$ cat src/fetch_pkg.sv
// fetch_pkg: shared sizes, reset address, bus structs and state encodings of the fetch subsystem

package fetch_pkg;

    // ********************
    // memory and reset constants
    // ********************
    localparam int MEM_WORDS = 256;                   // depth of the shared word memory
    localparam int MEM_AW = $clog2(MEM_WORDS);        // word address width
    localparam logic [31:0] START_ADDRESS = 32'h0000_0000;

    localparam logic [1:0] AXI_RESP_OKAY = 2'b00;
    localparam logic [1:0] AXI_RESP_SLVERR = 2'b10;

    // ********************
    // structs
    // ********************
    typedef struct packed {
        logic              valid;
        logic [MEM_AW-1:0] addr;                      // word address
        logic [31:0]       wdata;
        logic [3:0]        strb;                      // all zero means a read
    } mem_req_t;

    typedef struct packed {
        logic        jump;
        logic [31:0] jump_target;
        logic        exception_raised;
        logic        interrupt_ack;
        logic        machine_return;
        logic [31:0] mtvec;
        logic [31:0] mepc;
    } redirect_t;

    typedef struct packed {
        logic        valid;
        logic [31:0] pc;
        logic [31:0] instruction;
        logic [2:0]  tag;                             // path tag at fetch time
    } fetch_pkt_t;

    typedef struct packed {
        logic        valid;
        logic [31:0] pc;
        logic [31:0] instruction;
    } issue_t;

    // ********************
    // state encodings
    // ********************
    typedef enum logic [1:0] {ARB_FETCH, ARB_AXI} arb_state_e;

    typedef enum logic [1:0] {AXI_IDLE, AXI_MEM, AXI_RESP} axil_state_e;

endpackage

$ cat src/mem_arbiter.sv
// mem_arbiter: fixed-priority sharing of the word memory between the AXI port and fetch
`timescale 1ns/1ps

module mem_arbiter (
    input  logic                        clk,
    input  logic                        reset_n,
    input  fetch_pkg::mem_req_t         axi_req_i,
    output logic                        axi_done_o,
    input  logic [31:0]                 fetch_addr_i,
    output logic                        fetch_enable_o,
    output logic                        ram_en_o,
    output logic [3:0]                  ram_we_o,
    output logic [fetch_pkg::MEM_AW-1:0] ram_addr_o,
    output logic [31:0]                 ram_wdata_o
);
    import fetch_pkg::*;

    arb_state_e state_q;
    logic       axi_grant;
    logic       fetch_in_range;

    // the AXI side never owns two cycles in a row
    assign axi_grant = axi_req_i.valid && (state_q == ARB_FETCH);
    assign fetch_in_range = (fetch_addr_i[31:MEM_AW+2] == '0);

    assign fetch_enable_o = !axi_grant;              // fetch freezes while AXI has the memory

    // ********************
    // memory port mux
    // ********************
    // no read is started for a PC outside the memory
    assign ram_en_o = axi_grant || fetch_in_range;
    assign ram_we_o = axi_grant ? axi_req_i.strb : 4'b0000;
    assign ram_addr_o = axi_grant ? axi_req_i.addr : fetch_addr_i[MEM_AW+1:2];
    assign ram_wdata_o = axi_req_i.wdata;

    // records who owned the memory last cycle, and so whose data is on the read port now
    always_ff @(posedge clk or negedge reset_n) begin
        if (!reset_n) begin
            state_q <= ARB_FETCH;
        end else if (axi_grant) begin
            state_q <= ARB_AXI;
        end else begin
            state_q <= ARB_FETCH;
        end
    end

    assign axi_done_o = (state_q == ARB_AXI);        // read data of the AXI access is valid now

endmodule

$ cat config.mk
export PLATFORM = sky130hd
export DESIGN_NAME = mem_arbiter
export DESIGN_NICKNAME = d
export VERILOG_FILES = /design/src/fetch_pkg.sv /design/src/mem_arbiter.sv
export SDC_FILE = /design/constraint.sdc
export NUM_CORES = 1
export LEC_CHECK = 0
export BUFFER_PORTS_ARGS = -buffer_cell sky130_fd_sc_hd__buf_4
export CELL_PAD_IN_SITES_DETAIL_PLACEMENT = 2
export CELL_PAD_IN_SITES_GLOBAL_PLACEMENT = 2
export CORE_MARGIN = 1
export CORE_UTILIZATION = 10
export DETAILED_ROUTE_END_ITERATION = 12
export MAX_ROUTING_LAYER = met4
export PLACE_DENSITY = 0.95
export RECOVER_POWER = 100
export SLEW_MARGIN = 20
export SYNTH_ARGS = -nofsm -noshare
export SYNTH_HDL_FRONTEND = slang
export SYNTH_SLANG_ARGS = --single-unit
$ cat constraint.sdc
create_clock -name clk -period 1.4 [get_ports clk]
set_input_delay 0.28 -clock clk [delete_from_list [all_inputs] [get_ports clk]]
set_output_delay 0.28 -clock clk [all_outputs]
set_load 0.01 [all_outputs]
# Yosys cells after proc, flatten, opt, wreduce, memory -nomap -nowiden
# Cells that the tools add are included.
[op_classes] eq_ne=1 n_mux=3 n_reduce_logical=5
[ops] operator="zero test 22 bit" n=1
[ops] operator="2-to-1 mux 8 bit" n=1
[ops] operator="2-to-1 mux 4 bit" n=1
[ops] operator="zero test 2 bit" n=1
[ops] operator="equality test 1 bit, second input constant" n=1
[ops] operator="logical AND 1 bit" n=1
[ops] operator="zero test 1 bit" n=1
[ops] operator="logical OR 1 bit" n=1
[ops] operator="2-to-1 mux 1 bit" n=1
[totals] register_bits=1 wordCells=10

# Longest topological paths before layout
[logic_depth] ltp_word=3 depth_mapped=5

# Worst setup path before layout
# Ideal clock, no wire load.
[synth_path] path_type="input-to-output" startpoint="input port fetch_addr_i[16]" endpoint="output port ram_en_o" t_arrival_ns=1.175 t_required_ns=1.120 slack_ns=-0.055 cell_stages=2 cell_sequence="or4_4 -> o41ai_2"
[synth_between] elab_chain_cells=2
[synth_lines] element="start, declared" line_no="mem_arbiter.sv:9" source="input logic [31:0] fetch_addr_i,"
[synth_lines] element="zero test 22 bit" line_no="mem_arbiter.sv:24" source="assign fetch_in_range = (fetch_addr_i[31:MEM_AW+2] == '0);"
[synth_lines] element="logical OR 1 bit" line_no="mem_arbiter.sv:32" source="assign ram_en_o = axi_grant || fetch_in_range;"
[synth_lines] element="end, declared" line_no="mem_arbiter.sv:11" source="output logic ram_en_o,"
# Every way passes these cells.

# Final worst setup path
# Same ends and word-level chain as after synthesis.

==> impl_metrics.tcl <==
set metrics [dict create \
    fp-row-count 24 \
    gr-total-overflow 0 \
    status "complete, but fails checks" \
    place_area_um2 743 \
    arrival_ns 1.35 \
    finalMaxSlewViolations 0 \
    skew_ns 0 \
    synth_top_area_cell "buf_4" \
    post_drt_wl_per_cell_um 10.9 \
    ys.flop_type "dfrtp_1" \
    synth_commonest_cells "buf_4, nand2_1, and2_1, nor4_1, clkbuf_1" \
    worst_slack_ns -0.226 \
    leakage_nw 0.408 \
    rsz0062_at_grt "true" \
    slowest_stage "or4_4" \
    synth_top_cell_area_share 0.526 \
    period_minus_slack_ns 1.63 \
    worst-path-max-fanout 1 \
    worstSetupStartpoint "fetch_addr_i[16]" \
    core_um2 4380 \
    powerDensity_nw_per_um2 336 \
    maxCapViolCount 0 \
    end_kind "output pin" \
    reg_top3 "state_q (1)" \
    violations "setup timing" \
    antenna_found_initial 0 \
    synth_area_um2 457 \
    track_usage 0.0662 \
    multi_input_area_um2 198 \
    fillers 538 \
    synth-seq-area-share 0.0548 \
    endpoint "ram_en_o" \
    synth-edff-count 0 \
    drtAntennaViolNets 0 \
    synth-seq-cells 1 \
    regArea_um2 25.0 \
    cts_hold_buf 0 \
    p_total_uw 252 \
    vias 552 \
    critPathLaunchType "input pin" \
    yosys_warnings 0 \
    async_flop_share 1.00 \
    syn-num-nets 151 \
    grt_start_max_net_pins 14 \
    critPathMaxStageDelay_ns 0.53 \
    gp_congestion 0.579 \
    tightest_slew_ns 0.274 \
    die_area_um2 4840 \
    cp.depth 4 \
    n_antenna_cell 0 \
    via_per_inst 3.66 \
    post-route-period-util 1.16 \
    r2r_start "state_q[0]" \
    slew-limit-headroom 0.816 \
    io_pins 126 \
    clkTransAtPathRegs_ns 0 \
    dr.pass1.iters 2 \
    cp_num_buf_inv 2 \
    detailed_place_hpwl_um 1440 \
    path_cells "buf_6 > or4_4 > o41ai_4 > buf_4" \
    design_area_um2 749 \
    fin_cells 151 \
    setup_viol 1 \
    drtIter0Drc 2 \
    path_delay_family "simple AND/OR/NAND/NOR gates" \
    drc_errors 0 \
    grt_pass1_wl_um 2590 \
    r2r_end "state_q[0]" \
    rr_worst_depth 2 \
    postSynthAreaPerCell_um2 6.34 \
    timing.setup.tns_ns -0.226 \
    r2r_slack_ns 0.59 \
    clkLatencyLatePin_ns 0 \
    cp_data_required_time_ns 1.12 \
    max_freq_mhz 615 \
    die_w_um 69.6 \
    largest_reg_flops 1 \
    ir_drop_uv 61.0 \
    yosys.cell_count.top_type "buf_4" \
    finalWirelength_um 1650 \
    yosys.cell_types.count 11 \
    hp-class "input pin to async pin" \
    drive_gt1_frac 0.636 \
    first_global_vias 627 \
    registers.top_by_ff_count "state_q" \
    port_buffers 59 \
    syn_inst 72 \
    fp.dieH_um 69.6 \
    dp_cells 151 \
    postLayoutCoreUtil 0.171 \
    hold_viol_final 0 \
    critPathKind "input pin to output pin" \
    initial_core_util 0.104 \
    num-nets-final 180 \
    area_growth_pct 64.1 \
    synth.area.top_cells "buf_4, nand2_1, and2_1" \
]
[where the power goes]
group          total (mW)  leakage (nW)  switching [mW]  internal (mW)
sequential         0.0321        0.0125        0.000706         0.0314
clock                   0             0               0              0
combinational       0.220         0.396          0.0821          0.138
total               0.252         0.408          0.0828          0.169
[placed cells by master (no fill, tap or decap), drive strengths merged]
cell	synthesis	layout
and2	4	4
buf	32	57
clkbuf	2	4
dfrtp	1	1
inv	1	1
nand2	24	24
nand2b	1	1
nand4	1	1
nor4	4	4
o41ai	1	1
or4	1	1
[how the worst min path moves through the flow]
stage,from,endpoint
floorplan,reset_n,state_q[0]
global placement,reset_n,state_q[0]
detailed placement,reset_n,state_q[0]
CTS,reset_n,state_q[0]
global route,reset_n,state_q[0]
finish,reset_n,state_q[0]
[metal layers]
layer  track usage  routed length [um]  share of wire  up-vias
li1              -                   -              -      252
met1        0.0469                 457           0.28      240
met2         0.145                 908           0.55       48
met3        0.0174                 227           0.14       12
met4        0.0272                  53          0.032        0
met5             -                   0              0        -
[per-stage QoR]
stage / hold slack [ns] / setup WS [ns]
final: 0.0758 / -0.226
after CTS: 0.0556 / -0.234
after detailed placement: 0.0555 / -0.255
after global placement: 0.0549 / -0.247
after floorplan: -0.0156 / -0.0269
after global routing: 0.0835 / -0.261
[cells by family (layout without fill, tap and decap cells)]
kind of cell           Yosys count  after routing  share of synthesized area
AO/OA/AOI/OAI                    1              1                     0.0356
buffers and inverters           35             62                      0.551
flip-flops                       1              1                     0.0548
AND/OR/NAND/NOR                 35             35                      0.359
[final cells by class]
cell class,instances,area share
Tap cell,52,0.0868
Timing Repair Buffer,61,0.608
Sequential cell,1,0.0334
Inverter,1,0.00835
Multi-Input combinational cell,36,0.264
[timing repair]
| action | in CTS | in global routing |
|---|---|---|
| pin swaps | 1 | 1 |
| endpoints found under the setup margin | 1 | 8 |
| endpoints found under the hold margin | 0 | 0 |
| setup buffers | 0 | 0 |
| gates resized for setup | 3 | 1 |
(Power assumes the default switching activity.)
