## config.mk

```make
export PLATFORM = sky130hd
export DESIGN_NAME = axil_mem_port
export DESIGN_NICKNAME = d
export VERILOG_FILES = /design/src/fetch_pkg.sv /design/src/axil_mem_port.sv
export SDC_FILE = /design/constraint.sdc
export NUM_CORES = 1
export LEC_CHECK = 0
export BUFFER_PORTS_ARGS = -buffer_cell sky130_fd_sc_hd__buf_2
export CAP_MARGIN = 40
export CORE_AREA = 2 2 89 91
export CTS_CLUSTER_SIZE = 40
export DETAILED_ROUTE_END_ITERATION = 7
export DIE_AREA = 0 0 91 93
export PLACE_DENSITY = 0.66
export SLEW_MARGIN = 20
export SYNTH_ARGS = -nofsm -noshare
export SYNTH_HDL_FRONTEND = slang
export SYNTH_SLANG_ARGS = --single-unit
```

## constraint.sdc

```tcl
create_clock -name clk -period 6.7 [get_ports clk]
set_clock_uncertainty 0.15 [all_clocks]
set_input_delay 1.34 -clock clk [delete_from_list [all_inputs] [get_ports clk]]
set_output_delay 1.34 -clock clk [all_outputs]
set_load 0.03 [all_outputs]
```

## src/fetch_pkg.sv

```systemverilog
// fetch_pkg: shared sizes, reset address, bus structs and state encodings of the fetch subsystem

package fetch_pkg;

    // ********************
    // memory and reset constants
    // ********************
    localparam int MEM_WORDS = 256;                   // depth of the shared word memory
    localparam int MEM_AW = $clog2(MEM_WORDS);        // word address width
    localparam logic [31:0] START_ADDRESS = 32'h0000_0000;

    localparam logic [1:0] AXI_RESP_OKAY = 2'b00;
    localparam logic [1:0] AXI_RESP_SLVERR = 2'b10;

    // ********************
    // structs
    // ********************
    typedef struct packed {
        logic              valid;
        logic [MEM_AW-1:0] addr;                      // word address
        logic [31:0]       wdata;
        logic [3:0]        strb;                      // all zero means a read
    } mem_req_t;

    typedef struct packed {
        logic        jump;
        logic [31:0] jump_target;
        logic        exception_raised;
        logic        interrupt_ack;
        logic        machine_return;
        logic [31:0] mtvec;
        logic [31:0] mepc;
    } redirect_t;

    typedef struct packed {
        logic        valid;
        logic [31:0] pc;
        logic [31:0] instruction;
        logic [2:0]  tag;                             // path tag at fetch time
    } fetch_pkt_t;

    typedef struct packed {
        logic        valid;
        logic [31:0] pc;
        logic [31:0] instruction;
    } issue_t;

    // ********************
    // state encodings
    // ********************
    typedef enum logic [1:0] {ARB_FETCH, ARB_AXI} arb_state_e;

    typedef enum logic [1:0] {AXI_IDLE, AXI_MEM, AXI_RESP} axil_state_e;

endpackage

```

## src/axil_mem_port.sv

```systemverilog
// axil_mem_port: AXI4-Lite slave that turns single accesses into shared memory requests
`timescale 1ns/1ps

module axil_mem_port (
    input  logic                clk,
    input  logic                reset_n,
    input  logic [31:0]         axil_awaddr_i,
    input  logic                axil_awvalid_i,
    output logic                axil_awready_o,
    input  logic [31:0]         axil_wdata_i,
    input  logic [3:0]          axil_wstrb_i,
    input  logic                axil_wvalid_i,
    output logic                axil_wready_o,
    output logic [1:0]          axil_bresp_o,
    output logic                axil_bvalid_o,
    input  logic                axil_bready_i,
    input  logic [31:0]         axil_araddr_i,
    input  logic                axil_arvalid_i,
    output logic                axil_arready_o,
    output logic [31:0]         axil_rdata_o,
    output logic [1:0]          axil_rresp_o,
    output logic                axil_rvalid_o,
    input  logic                axil_rready_i,
    output fetch_pkg::mem_req_t mem_req_o,
    input  logic                mem_done_i,
    input  logic [31:0]         mem_rdata_i
);
    import fetch_pkg::*;

    axil_state_e state_q;
    logic        is_write_q;
    logic [1:0]  resp_q;
    logic [31:0] rdata_q;
    logic        idle;
    logic        wr_pending;
    logic        wr_acc;
    logic        rd_acc;
    logic        wr_ok;
    logic        rd_ok;

    assign idle = (state_q == AXI_IDLE);
    assign wr_pending = axil_awvalid_i && axil_wvalid_i;
    assign wr_acc = idle && wr_pending;
    assign rd_acc = idle && axil_arvalid_i && !wr_pending;          // writes go first
    assign wr_ok = (axil_awaddr_i[31:MEM_AW+2] == '0);
    assign rd_ok = (axil_araddr_i[31:MEM_AW+2] == '0);

    // AW and W are taken together so a write is never half accepted
    assign axil_awready_o = wr_acc;
    assign axil_wready_o = wr_acc;
    assign axil_arready_o = idle && !wr_pending;

    // ********************
    // memory request
    // ********************
    always_comb begin
        mem_req_o = '0;
        if (wr_acc && wr_ok) begin
            mem_req_o.valid = 1'b1;
            mem_req_o.addr = axil_awaddr_i[MEM_AW+1:2];
            mem_req_o.wdata = axil_wdata_i;
            mem_req_o.strb = axil_wstrb_i;
        end else if (rd_acc && rd_ok) begin
            mem_req_o.valid = 1'b1;
            mem_req_o.addr = axil_araddr_i[MEM_AW+1:2];    // low address bits are ignored
        end
    end

    // ********************
    // access FSM
    // ********************
    always_ff @(posedge clk or negedge reset_n) begin
        if (!reset_n) begin
            state_q <= AXI_IDLE;
            is_write_q <= 1'b0;
            resp_q <= AXI_RESP_OKAY;
        end else begin
            case (state_q)
                AXI_IDLE: begin
                    if (wr_acc) begin
                        is_write_q <= 1'b1;
                        resp_q <= wr_ok ? AXI_RESP_OKAY : AXI_RESP_SLVERR;
                        state_q <= wr_ok ? AXI_MEM : AXI_RESP;
                    end else if (rd_acc) begin
                        is_write_q <= 1'b0;
                        resp_q <= rd_ok ? AXI_RESP_OKAY : AXI_RESP_SLVERR;
                        state_q <= rd_ok ? AXI_MEM : AXI_RESP;
                    end
                end
                AXI_MEM: begin
                    if (mem_done_i) begin
                        state_q <= AXI_RESP;
                    end
                end
                default: begin
                    if (is_write_q ? axil_bready_i : axil_rready_i) begin
                        state_q <= AXI_IDLE;
                    end
                end
            endcase
        end
    end

    always_ff @(posedge clk) begin
        if ((state_q == AXI_MEM) && mem_done_i) begin
            rdata_q <= mem_rdata_i;
        end else if (rd_acc && !rd_ok) begin
            rdata_q <= '0;                            // error reads return zero
        end
    end

    assign axil_bvalid_o = (state_q == AXI_RESP) && is_write_q;
    assign axil_rvalid_o = (state_q == AXI_RESP) && !is_write_q;
    assign axil_bresp_o = resp_q;
    assign axil_rresp_o = resp_q;
    assign axil_rdata_o = rdata_q;

endmodule

```

* Word-level counts from Yosys, hierarchy flattened *
Index checks and enable logic that the tools add are counted.

word-level totals
  bits of input ports = 140
  logic and storage cells = 49
  register bits after elaboration = 37

cells by class
  reductions and logical operators = 22
  muxes and demuxes = 19
  equality and inequality tests = 4

operators by type and width
  operator                                               number
  two-way mux 32 bit                                     2
  zero test 22 bit                                       2
  two-way mux 36 bit                                     1
  two-way mux 2 bit                                      10
  two-way mux 9 bit                                      2
  logical AND 1 bit                                      11
  case mux 2 bit (2 select lines)                        1
  nonzero test 2 bit                                     2
  zero test 1 bit                                        3
  two-way mux 1 bit                                      3
  inequality test 3 x 1 -> 1 bit, second input constant  1
  AND reduction 3 bit                                    1
  nonzero test 3 bit                                     1
  equality test 2 x 1 -> 1 bit, second input constant    1
  equality test 2 bit, second input constant             1
  zero test 2 bit                                        1
  inequality test 2 bit, second input constant           1
  AND reduction 2 bit                                    1

* Depth between registers and ports, before layout *
  depth after elaboration = 6
  depth in mapped cells = 6
  mapped depth without buffers = 4

* Worst setup path before layout *
Ideal clock, no wire load.

  path kind = input port to output port
  start = input port axil_awvalid_i
  end = output port mem_req_o[36] (netlist name)
  data required time = 5.210 ns
  path slack = 2.298 ns
  arrival time = 2.912 ns
  cell stages on the path = 5
  path through = a211oi_4 -> nand2_1 -> or3_1 -> buf_6 -> o2bb2ai_1

RTL lines
  element      line                 source
  from (decl)  axil_mem_port.sv:8   input logic axil_awvalid_i,
  to (decl)    axil_mem_port.sv:24  output fetch_pkg::mem_req_t mem_req_o,

==> flow_summary.ini <==
[sta]
worstMarginPinSlew_ps = 712.4
rsz0062_at_grt = no
period_share_pct = 73.80
tns_ps = 0
hold_violations = 0
min_period_ps = 4945
slew_violations = 0
max_freq_ghz = 0.2022
max_slew_margin_pct = 52.39
setup_viol = 0
timing.hold.ws_ps = 415.2

[detailed_routing]
wl_per_cell_microns = 12.70
vias = 2139
vias_per_cell = 4.278
drtPass1Iterations = 4
drt-total-wl_mm = 6.350
antenna_left = 0
drc = 0
drt_iter0_drc = 46

[global_routing]
grt.busiest_layer = met2
grt_usage_pct = 14.19
grtUsageMet1_pct = 14.98
grt_pass1_wl_mm = 9.604
grt_max_degree = 46
met2_usage_pct = 28.46
grt_pass1_vias = 2044
antenna_found_initial = 0
gr-total-overflow = 0
met3_usage_pct = 2.981

[synth]
seq_area_frac_synth_pct = 53.00
mappedNetlistArea_sq_um = 2002
synth_mux_area_share_pct = 1.000
synth-adder-area-share_pct = 0
syn_inst = 183
synth_top_family_by_area = simple AND/OR/NAND/NOR gates
yosys.area_share.simple_pct = 31.25
yosys.cell_types.count = 35
ys_warn_count = 0
synth-xor-area-share_pct = 0
avgSynthCellArea_sq_um = 10.94
ys_ff_latch = 36
synth-compound-area-share_pct = 9.688

[power]
p_sw_uw = 202.8
p_per_area_nw_per_um2 = 189.6
pwr-share-seq_pct = 46.9
clkPwrFrac_pct = 23.4
leakagePower_nw = 1.683
combPwrFrac_pct = 29.7
peakVddDrop_v = 0.00006804
intPower_uw = 413.4
switching_share_pct = 32.91

[cts]
h-tree-depth = 2
holdBufCountCts = 0
clk_pin_slew_ps = 70
cts_buffers = 5
cts_root_buf = clkbuf_8
postCtsSetupRepairBufs = 0
cts_max_path_buffers = 2
ctsResizeCount = 0
clk_latency_ps = 270
cts.sinks = 36
cts_tree = done

[critical_path]
r2r-start = state_q[0]$_DFFE_PN0P_
end_kind = output port
r2r-end = state_q[0]$_DFFE_PN0P_
crit_required_ps = 5210
cp.arrival_ps = 3450
reg2regPathDepth = 4
critical_path_class = in -> out
cp_max_fo = 45
regToRegSetupSlack_ps = 4450
cp-start-kind = input pin

[final_layout]
final_util_pct = 43.17
final_common_cell = buf_2
syn2layout_area_growth_pct = 62.31
nFillCells = 795
drive_above_1_share_pct = 58.79
antenna_cells = 0
final_nets = 537
layout_common_cells = 219 x buf_2, 69 x and2_1, 32 x edfxtp_1, 11 x o21ai_0, 10 x nor4_1

[worst_hold_path]
hold_depth = 1
hold_path_class = reg -> reg
min_from = is_write_q$_DFFE_PN0P_
holdPathEnd = is_write_q$_DFFE_PN0P_

[floorplanning]
io_pins = 226
initial_core_util_pct = 26.60
die_h_microns = 93
rows = 32
coreArea_sq_um = 7527
die_w_microns = 91
fp.dieArea_sq_um = 8463

[status]
status = finished, final reports clean

[placed_design]
numPortBuffers = 219
hpwl_mm = 5.424
gp_congestion = 0.7319

[job]
cap_violations = 0
[cells in the mapped netlist]
library cell / count / area share, %
or3_1: 1 / 0.31
clkbuf_2: 1 / 0.25
o31ai_1: 1 / 0.38
and2_1: 69 / 22
nor4_1: 10 / 3.1
o221ai_1: 1 / 0.44
buf_4: 5 / 1.9
nand3_1: 2 / 0.50
a21o_1: 1 / 0.38
nor2_1: 5 / 0.94
a21oi_1: 1 / 0.25
and3b_1: 1 / 0.44
buf_6: 2 / 1.1
nor2_4: 1 / 0.56
mux2i_1: 2 / 1.0
conb_1: 1 / 0.19
o2bb2ai_1: 8 / 3.5
o21ai_1: 1 / 0.25
a211oi_1: 1 / 0.38
nor3_1: 1 / 0.25
dfrtp_1: 4 / 5.0
o21bai_1: 1 / 0.38
a211oi_4: 1 / 1.0
inv_1: 1 / 0.19
and4bb_2: 1 / 0.62
clkbuf_1: 5 / 0.94
nor3b_1: 1 / 0.38
nand4_1: 2 / 0.62
o21ai_0: 11 / 2.7
buf_2: 2 / 0.50
nor2b_1: 1 / 0.31
edfxtp_1: 32 / 48
nand3_2: 1 / 0.50
nand2_1: 4 / 0.75
nand3b_1: 1 / 0.38
[flip-flops by register name (all words and copies together), names as in the netlist]
name	count
is_write_q	1
axil_rdata_o	32
axil_bresp_o	1
state_q	2
[final cells by class]
type	instances	area [sq um]	area share, %
Tap cell	102	127.6	3.928
Timing Repair Buffer	221	1119	34.42
Multi-Input combinational cell	132	850.8	26.18
Sequential cell	36	1061	32.65
Clock inverter	3	18.77	0.5776
Clock buffer	5	68.82	2.118
Inverter	1	3.754	0.1155
[power by group through the flow]
stage | Sequential, mW | Clock (mW) | Combinational (mW)
4_1_cts | 0.289 | 0.152 | 0.186
2_1_floorplan | 0.336 | 0 | 0.0688
6_report | 0.289 | 0.144 | 0.183
5_1_grt | 0.293 | 0.160 | 0.197
3_3_place_gp | 0.293 | 0 | 0.184
3_5_place_dp | 0.294 | 0 | 0.185
[per-stage QoR]
stage	setup WS (ps)	power (mW)	area [sq um]	instances
after floorplan	2298	0.4049	2006	184
after global placement	1680	0.4777	3147	491
after detailed placement	1682	0.4793	3162	492
after CTS	1669	0.6270	3249	500
after global routing	1472	0.6498	3249	500
final	1755	0.6161	3249	500
[how the worst max path moves through the flow]
stage | from | endpoint | slack [ps] | cells after the start
floorplan | axil_awvalid_i | mem_req_o[36] | 2300 | 5
global placement | axil_awaddr_i[25] | mem_req_o[31] | 1680 | 6
detailed placement | axil_awaddr_i[25] | mem_req_o[31] | 1680 | 6
CTS | axil_awaddr_i[25] | mem_req_o[31] | 1670 | 6
global route | axil_awaddr_i[25] | mem_req_o[25] | 1470 | 6
finish | axil_awaddr_i[25] | mem_req_o[28] | 1760 | 6
[layer usage]
metal / vias to the layer above / wire length (microns)
li1: 1066 / -
met1: 949 / 2258
met2: 122 / 3503
met3: 2 / 567
met4: 0 / 20
met5: - / 0
[cell families after synthesis]
kind of cell	after synthesis
simple gates	101
buf+inv	16
flops	36
mux	2
compound gates	27
other cells	1
[worst max-delay path, stage by stage]
cell     delay (ps)
buf_2           100
nor4_1          550
nand3_2         370
nor2_4          660
and2_1          230
buf_2           200
(Power assumes the default switching activity.)
