File: src/fetch_pkg.sv
// fetch_pkg: shared sizes, reset address, bus structs and state encodings of the fetch subsystem

package fetch_pkg;

    // ********************
    // memory and reset constants
    // ********************
    localparam int MEM_WORDS = 256;                   // depth of the shared word memory
    localparam int MEM_AW = $clog2(MEM_WORDS);        // word address width
    localparam logic [31:0] START_ADDRESS = 32'h0000_0000;

    localparam logic [1:0] AXI_RESP_OKAY = 2'b00;
    localparam logic [1:0] AXI_RESP_SLVERR = 2'b10;

    // ********************
    // structs
    // ********************
    typedef struct packed {
        logic              valid;
        logic [MEM_AW-1:0] addr;                      // word address
        logic [31:0]       wdata;
        logic [3:0]        strb;                      // all zero means a read
    } mem_req_t;

    typedef struct packed {
        logic        jump;
        logic [31:0] jump_target;
        logic        exception_raised;
        logic        interrupt_ack;
        logic        machine_return;
        logic [31:0] mtvec;
        logic [31:0] mepc;
    } redirect_t;

    typedef struct packed {
        logic        valid;
        logic [31:0] pc;
        logic [31:0] instruction;
        logic [2:0]  tag;                             // path tag at fetch time
    } fetch_pkt_t;

    typedef struct packed {
        logic        valid;
        logic [31:0] pc;
        logic [31:0] instruction;
    } issue_t;

    // ********************
    // state encodings
    // ********************
    typedef enum logic [1:0] {ARB_FETCH, ARB_AXI} arb_state_e;

    typedef enum logic [1:0] {AXI_IDLE, AXI_MEM, AXI_RESP} axil_state_e;

endpackage

File: src/fetch_unit.sv
// fetch_unit: program counter with redirect priority, path tag and two-stage aligned fetch packets
`timescale 1ns/1ps

module fetch_unit (
    input  logic                   clk,
    input  logic                   reset_n,
    input  logic                   sys_reset_i,
    input  logic                   enable_i,
    input  fetch_pkg::redirect_t   redirect_i,
    output logic [31:0]            instr_addr_o,
    input  logic [31:0]            instr_data_i,
    output fetch_pkg::fetch_pkt_t  fetch_o,
    output logic [2:0]             live_tag_o
);
    import fetch_pkg::*;

    logic [31:0] pc;
    logic [2:0]  tag;
    logic        trap;
    logic        redirect_any;

    logic [31:0] pc_r;
    logic [31:0] pc_q;
    logic [2:0]  tag_r;
    logic [2:0]  tag_q;
    logic        valid_r;
    logic        valid_q;

    logic        enable_r;
    logic        enable_fall;
    logic        enable_rise;
    logic [31:0] instr_hold;
    logic [31:0] instr_q;

    assign trap = redirect_i.exception_raised || redirect_i.interrupt_ack;
    assign redirect_any = sys_reset_i || redirect_i.machine_return || trap || redirect_i.jump;

    // ********************
    // program counter
    // ********************
    always_ff @(posedge clk or negedge reset_n) begin
        if (!reset_n) begin
            pc <= START_ADDRESS;
        end else if (sys_reset_i) begin
            pc <= START_ADDRESS;
        end else if (redirect_i.machine_return) begin
            pc <= redirect_i.mepc;                    // mret wins over a trap
        end else if (trap) begin
            pc <= redirect_i.mtvec;
        end else if (redirect_i.jump) begin
            pc <= redirect_i.jump_target;
        end else if (enable_i) begin
            pc <= pc + 32'd4;
        end
    end

    assign instr_addr_o = pc;

    // every change of path moves the tag on
    always_ff @(posedge clk or negedge reset_n) begin
        if (!reset_n) begin
            tag <= '0;
        end else if (redirect_any) begin
            tag <= tag + 3'd1;
        end
    end

    assign live_tag_o = tag;

    // ********************
    // pc and tag alignment
    // ********************
    always_ff @(posedge clk) begin
        if (enable_i) begin
            pc_r  <= pc;                              // address sent to memory this cycle
            tag_r <= tag;
            pc_q  <= pc_r;                            // lines up with the returning word
            tag_q <= tag_r;
        end
    end

    // a packet is valid only for enabled cycles on the current path
    always_ff @(posedge clk or negedge reset_n) begin
        if (!reset_n) begin
            valid_r <= 1'b0;
            valid_q <= 1'b0;
        end else if (redirect_any) begin
            valid_r <= 1'b0;
            valid_q <= 1'b0;
        end else begin
            if (enable_i) begin
                valid_r <= 1'b1;
            end
            valid_q <= enable_i && valid_r;           // a frozen stage must not repeat
        end
    end

    // ********************
    // stall capture
    // ********************
    always_ff @(posedge clk or negedge reset_n) begin
        if (!reset_n) begin
            enable_r <= 1'b0;
        end else begin
            enable_r <= enable_i;
        end
    end

    assign enable_fall = !enable_i && enable_r;
    assign enable_rise = enable_i && !enable_r;

    // The word that arrives in the first stalled cycle would otherwise be
    // overwritten by the AXI read data, so it is parked until fetch resumes.
    always_ff @(posedge clk) begin
        if (enable_fall) begin
            instr_hold <= instr_data_i;
        end
    end

    always_ff @(posedge clk) begin
        if (enable_rise) begin
            instr_q <= instr_hold;                    // replay the parked word
        end else if (enable_i) begin
            instr_q <= instr_data_i;
        end
    end

    assign fetch_o = '{
        valid:       valid_q,
        pc:          pc_q,
        instruction: instr_q,
        tag:         tag_q
    };

endmodule

File: config.mk
export PLATFORM = sky130hd
export DESIGN_NAME = fetch_unit
export DESIGN_NICKNAME = d
export VERILOG_FILES = /design/src/fetch_pkg.sv /design/src/fetch_unit.sv
export SDC_FILE = /design/constraint.sdc
export NUM_CORES = 1
export LEC_CHECK = 0
export BUFFER_PORTS_ARGS = -buffer_cell sky130_fd_sc_hd__clkbuf_2
export CAP_MARGIN = 20
export CELL_PAD_IN_SITES_DETAIL_PLACEMENT = 0
export CELL_PAD_IN_SITES_GLOBAL_PLACEMENT = 2
export CORE_MARGIN = 1.5
export CORE_UTILIZATION = 36
export DETAILED_ROUTE_END_ITERATION = 12
export PLACE_DENSITY_LB_ADDON = 0.1
export REMOVE_ABC_BUFFERS = 1
export SLEW_MARGIN = 20
export SYNTH_ARGS = -nofsm -noshare
export SYNTH_HDL_FRONTEND = slang
export SYNTH_SLANG_ARGS = --single-unit
File: constraint.sdc
create_clock -name clk -period 4 [get_ports clk]
set_input_delay 0.4 -clock clk [delete_from_list [all_inputs] [get_ports clk]]
set_output_delay 0.4 -clock clk [all_outputs]
set_load 0.1 [all_outputs]
# Word level (Yosys, flattened, before mapping)
# Cells that the tools add are included.
# word_totals
register_bits	172
elab_cells	35
# op_classes
n_addsub	2
mux	10
n_reduce_logical	12
# op_table
op	count
2-to-1 mux 32 bit	7
adder 32 x 3 -> 32 bit (second input constant)	1
nonzero test 5 bit	1
logical OR 1 bit	4
nonzero test 2 bit	2
adder 3 x 1 -> 3 bit (second input constant)	1
logical AND 1 bit	3
2-to-1 mux 1 bit	3
logical NOT 1 bit	2

# Logic depth before layout (Yosys ltp)
# depth
depth_word	6
mapped_depth	7

# Worst setup path before layout
# OpenSTA, ideal clock, no wires.
# synth_timing
path_kind	reg-to-reg
from	reg pc[2], in the netlist instr_addr_o[2]
to	reg pc[20], in the netlist instr_addr_o[20]
t_arrival_ns	2.475
required_time_ns	3.879
setup_slack_ns	1.404
stages_incl_launch_ff	7
period_less_slack_ns	2.596
cell_sequence	dfrtp_1 > ha_1 > and4_1 > nand3_1 > or3_4 > a31o_1 > a31o_1
# synth_via
elab_chain_cells	6
# synth_lines
item	line_no	source
start, declared	fetch_unit.sv:17	logic [31:0] pc;
start signal, assigned	fetch_unit.sv:47	pc <= redirect_i.mepc;
start signal, assigned	fetch_unit.sv:49	pc <= redirect_i.mtvec;
start signal, assigned	fetch_unit.sv:51	pc <= redirect_i.jump_target;
adder 32 x 3 -> 32 bit	fetch_unit.sv:53	pc <= pc + 32'd4;
2-to-1 mux 32 bit	fetch_unit.sv:52	end else if (enable_i) begin
2-to-1 mux 32 bit	fetch_unit.sv:50	end else if (redirect_i.jump) begin
2-to-1 mux 32 bit	fetch_unit.sv:48	end else if (trap) begin
2-to-1 mux 32 bit	fetch_unit.sv:46	end else if (redirect_i.machine_return) begin
2-to-1 mux 32 bit	fetch_unit.sv:44	end else if (sys_reset_i) begin
# No other way between the ends. The select of a mux whose other input is x is not followed.
# A chain may end at the register's enable or synchronous reset.

# Final worst setup path
# layout_timing
from	in redirect_i[99] (netlist bit)
to	reg pc[30], in the netlist instr_addr_o[30]
# layout_via
elab_chain_cells	4
word_cells_on_any_way	5
# layout_lines
item	line_no	source
start, declared	fetch_unit.sv:9	input fetch_pkg::redirect_t redirect_i,
2-to-1 mux 32 bit	fetch_unit.sv:50	
2-to-1 mux 32 bit	fetch_unit.sv:48	
2-to-1 mux 32 bit	fetch_unit.sv:46	
2-to-1 mux 32 bit	fetch_unit.sv:44	
# Parallel ways exist; a longest one is shown, timed or not.

==> impl_metrics.csv <==
group,metric,value,unit
run_status,status,"finished, final reports clean",
clock_network,h-tree-depth,4,
route,wl_met1,9620,um
synthesis,synthArstFlopShare,0.221,
clock_network,clock-sinks,172,
sta,slew_violations,0,
synthesis,seq_area_frac_synth,0.658,
sta,setup_tns,0,ns
grt,grt_pass1_wl,33200,um
sta,rsz0062_at_grt,"false",
route,met3_length,1430,um
grt,grt_overflow,0,
clock_network,clk_pin_slew,0.07,ns
clock_network,cts_hold_buf,0,
synthesis,synth_cell_type_count,70,
route,finalWirelength,21800,um
worst_setup_path,cp-end-kind,"register",
sta,skew,0.00730,ns
clock_network,cts_buffer_depth,2,
route,ant_nets,0,
floorplan,core,0.0204,mm2
route,vias_per_cell,5.29,
pwr,max-vdd-ir-drop,305,uV
floorplan,die-area,0.0219,mm2
final_layout,diodes,0,
route,wl_per_cell,20.1,um
pwr,leakage,3.93,nW
sta,max_freq,0.424,GHz
clock_network,cts_tree,"done",
sta,final-hold-violation-count,0,
route,route.met2.wl,10400,um
worst_setup_path,cp_cell_sequence,"clkbuf_2 > or3_1 > nor2_2 > buf_4 > a22oi_1 > o31a_1 > a31oi_1",
sta,min_period,2.36,ns
synthesis,ys_dominant_reg_cell,"edfxtp_1",
worst_setup_path,criticalPathCategory,"in -> reg",
worst_setup_path,cp_max_fo,14,
clock_network,cts_resized,0,
worst_setup_path,required,4.36,ns
floorplan,die_width,148,um
sta,max_slew_margin,0.373,
route,drtIter0Drc,386,
final_layout,syn_to_final_growth,26.9,%
clock_network,root_buffer,"clkbuf_16",
worst_setup_path,cpMaxStageDelayCell,"nor2_2",
hold_path,hp-class,"in -> async",
synthesis,yosys_register_bits,172,
placement,gp_congestion,0.827,
synthesis,syn-instance-count,571,
floorplan,ios,239,
worst_setup_path,start_kind,"primary input",
synthesis,avgSynthCellArea,13.2,um2
placement,port-buffer-count,238,
worst_setup_path,crit_path_max_incr_delay,0.68,ns
sta,finalCritPeriodShare,0.590,
route,drcViolationCount,0,
synthesis,syn-cell-area,0.00756,mm2
route,drt_first_pass_iters,5,
grt,grt_pass1_vias,5828,
final_layout,drive_gt1_frac,0.400,
grt,grt_usage,0.201,
pwr,report.power.total,4.94,mW
floorplan,fp.dieH,148,um
sta,hold_ws,0.0387,ns
placement,dpl.cell_count,1055,
sta,setup_viol,0,
synthesis,yosys_warnings,0,
job,maxCapViolations,0,
synthesis,synth_edf_count,134,
route,num_vias,5752,
grt,grt_max_degree,43,
clock_network,cts_setup_buffers,0,
grt,antenna_found_initial,0,
pwr,p_per_area,515,mW/mm2
route,top_layer_used,"met4",
placement,dpl-instance-area,0.00901,mm2
clock_network,cts_buffers,17,
placement,post-dp-hpwl,15400,um
final_layout,final_nets,942,
floorplan,start_util,0.370,
final_layout,layout.cells.non_filler,1087,
sta,worstMarginPinSlew,0.939,ns
worst_setup_path,arrival,2.71,ns
final_layout,final_area,0.00960,mm2
floorplan,fp-row-count,52,
clock_network,clk_latency,0.43,ns
[state kept, by name, indices dropped and copies added (netlist names)]
name and flops:
tag_r 3, valid_q 1, instr_q 32, valid_r 1, live_tag_o 3, instr_hold 32
pc_r 32, instr_addr_o 32, enable_r 1, tag_q 3, pc_q 32
[path summary, 6_finish.rpt]
check	cells past startpoint	end	startpoint	slack [ns]
max reg2reg	6	instr_addr_o[30]	instr_addr_o[2]	1.65
max in group asynchronous	2	instr_addr_o[5]	reset_n	3.57
min in group clk	1	instr_hold[4]	instr_data_i[4]	0.15
max	7	instr_addr_o[30]	redirect_i[99]	1.64
min reg2reg	0	pc_q[14]	pc_r[14]	0.42
min	2	live_tag_o[2]	reset_n	0.04
[Yosys cell counts, types with 3 or more instances]
master    number  area [um2]
a211oi_1       9        67.6
a21o_1         3        22.5
a21oi_1       31         155
a221o_1        3        30.0
a221oi_1       4        35.0
a22oi_1        3        22.5
a31o_1         3        26.3
a31oi_1        4        25.0
a32o_1         3        30.0
a32oi_1        3        26.3
and3_1        12        75.1
buf_1          3        11.3
buf_2          3        15.0
buf_4          3        22.5
clkbuf_1      20        75.1
dfrtp_1       38         951
edfxtp_1     134        4020
inv_1          5        18.8
mux2_1         8        90.1
mux2_2        26         293
mux2i_1        6        60.1
nand2_1       53         199
nand2b_1       5        31.3
nand3_1       20         100
nand4_1       12        75.1
nor2_1        31         116
nor2b_1        5        31.3
nor3_1        12        60.1
nor3_2         3        30.0
nor4_1         3        18.8
o211ai_1       5        37.5
o21ai_0       18        90.1
o21ai_1        3        15.0
o22ai_1        6        37.5
o311ai_0       4        35.0
o31a_1         5        43.8
or3_1          7        43.8
xnor2_1        6        52.6
xor2_1         8        70.1
[cells in the final DEF (no fill, tap or decap), drive strengths merged, types with 12 or more instances in the layout]
cell,count
nor3,15
nor2,32
clkbuf,255
o21ai,22
dfrtp,38
nand2,53
mux2,34
inv,15
a21oi,32
and3,12
nand3,22
nand4,12
edfxtp,134
[per-layer routing]
layer | track usage | up-vias
met5 | 0 | -
met4 | 0.0653 | 0
met3 | 0.0451 | 34
met2 | 0.327 | 241
met1 | 0.268 | 2813
li1 | - | 2664
[through the flow]
stage	util	setup slack, ns
floorplan	-	1.35
global placement	0.441	1.25
detailed placement	0.441	1.22
CTS	0.470	1.62
global route	0.470	1.40
finish	0.470	1.64
[critical path, delay by kind of cell]
kind                   cells  cell delay [ns]
AND/OR/NAND/NOR            2             1.34
AO/OA/AOI/OAI              3             0.42
buffers and inverters      2             0.53
[logic make-up (layout without fill, tap and decap cells)]
group / count (synthesis) / count (layout) / synth area share
xor+xnor: 14 / 14 / 0.0162
simple gates: 178 / 178 / 0.122
buf+inv: 39 / 285 / 0.0260
compound gates: 126 / 126 / 0.117
mux: 40 / 40 / 0.0586
fa+ha+maj: 2 / 2 / 0.00331
flops: 172 / 172 / 0.658
[layout make-up]
class | count | area, um2
Multi-Input combinational cell | 360 | 2410
Timing Repair Buffer | 247 | 1260
Inverter | 6 | 22.5
Clock inverter | 14 | 165
Clock buffer | 18 | 429
Tap cell | 270 | 338
Fill cell | 1960 | 10800
Sequential cell | 172 | 4970
[power by group]
part	total, mW	switching, mW	leakage [nW]	internal [mW]
combinational	1.09	0.879	1.83	0.208
sequential	2.19	0.0987	1.80	2.09
clock	1.67	0.817	0.291	0.848
Power figures use the tool's default switching activity.
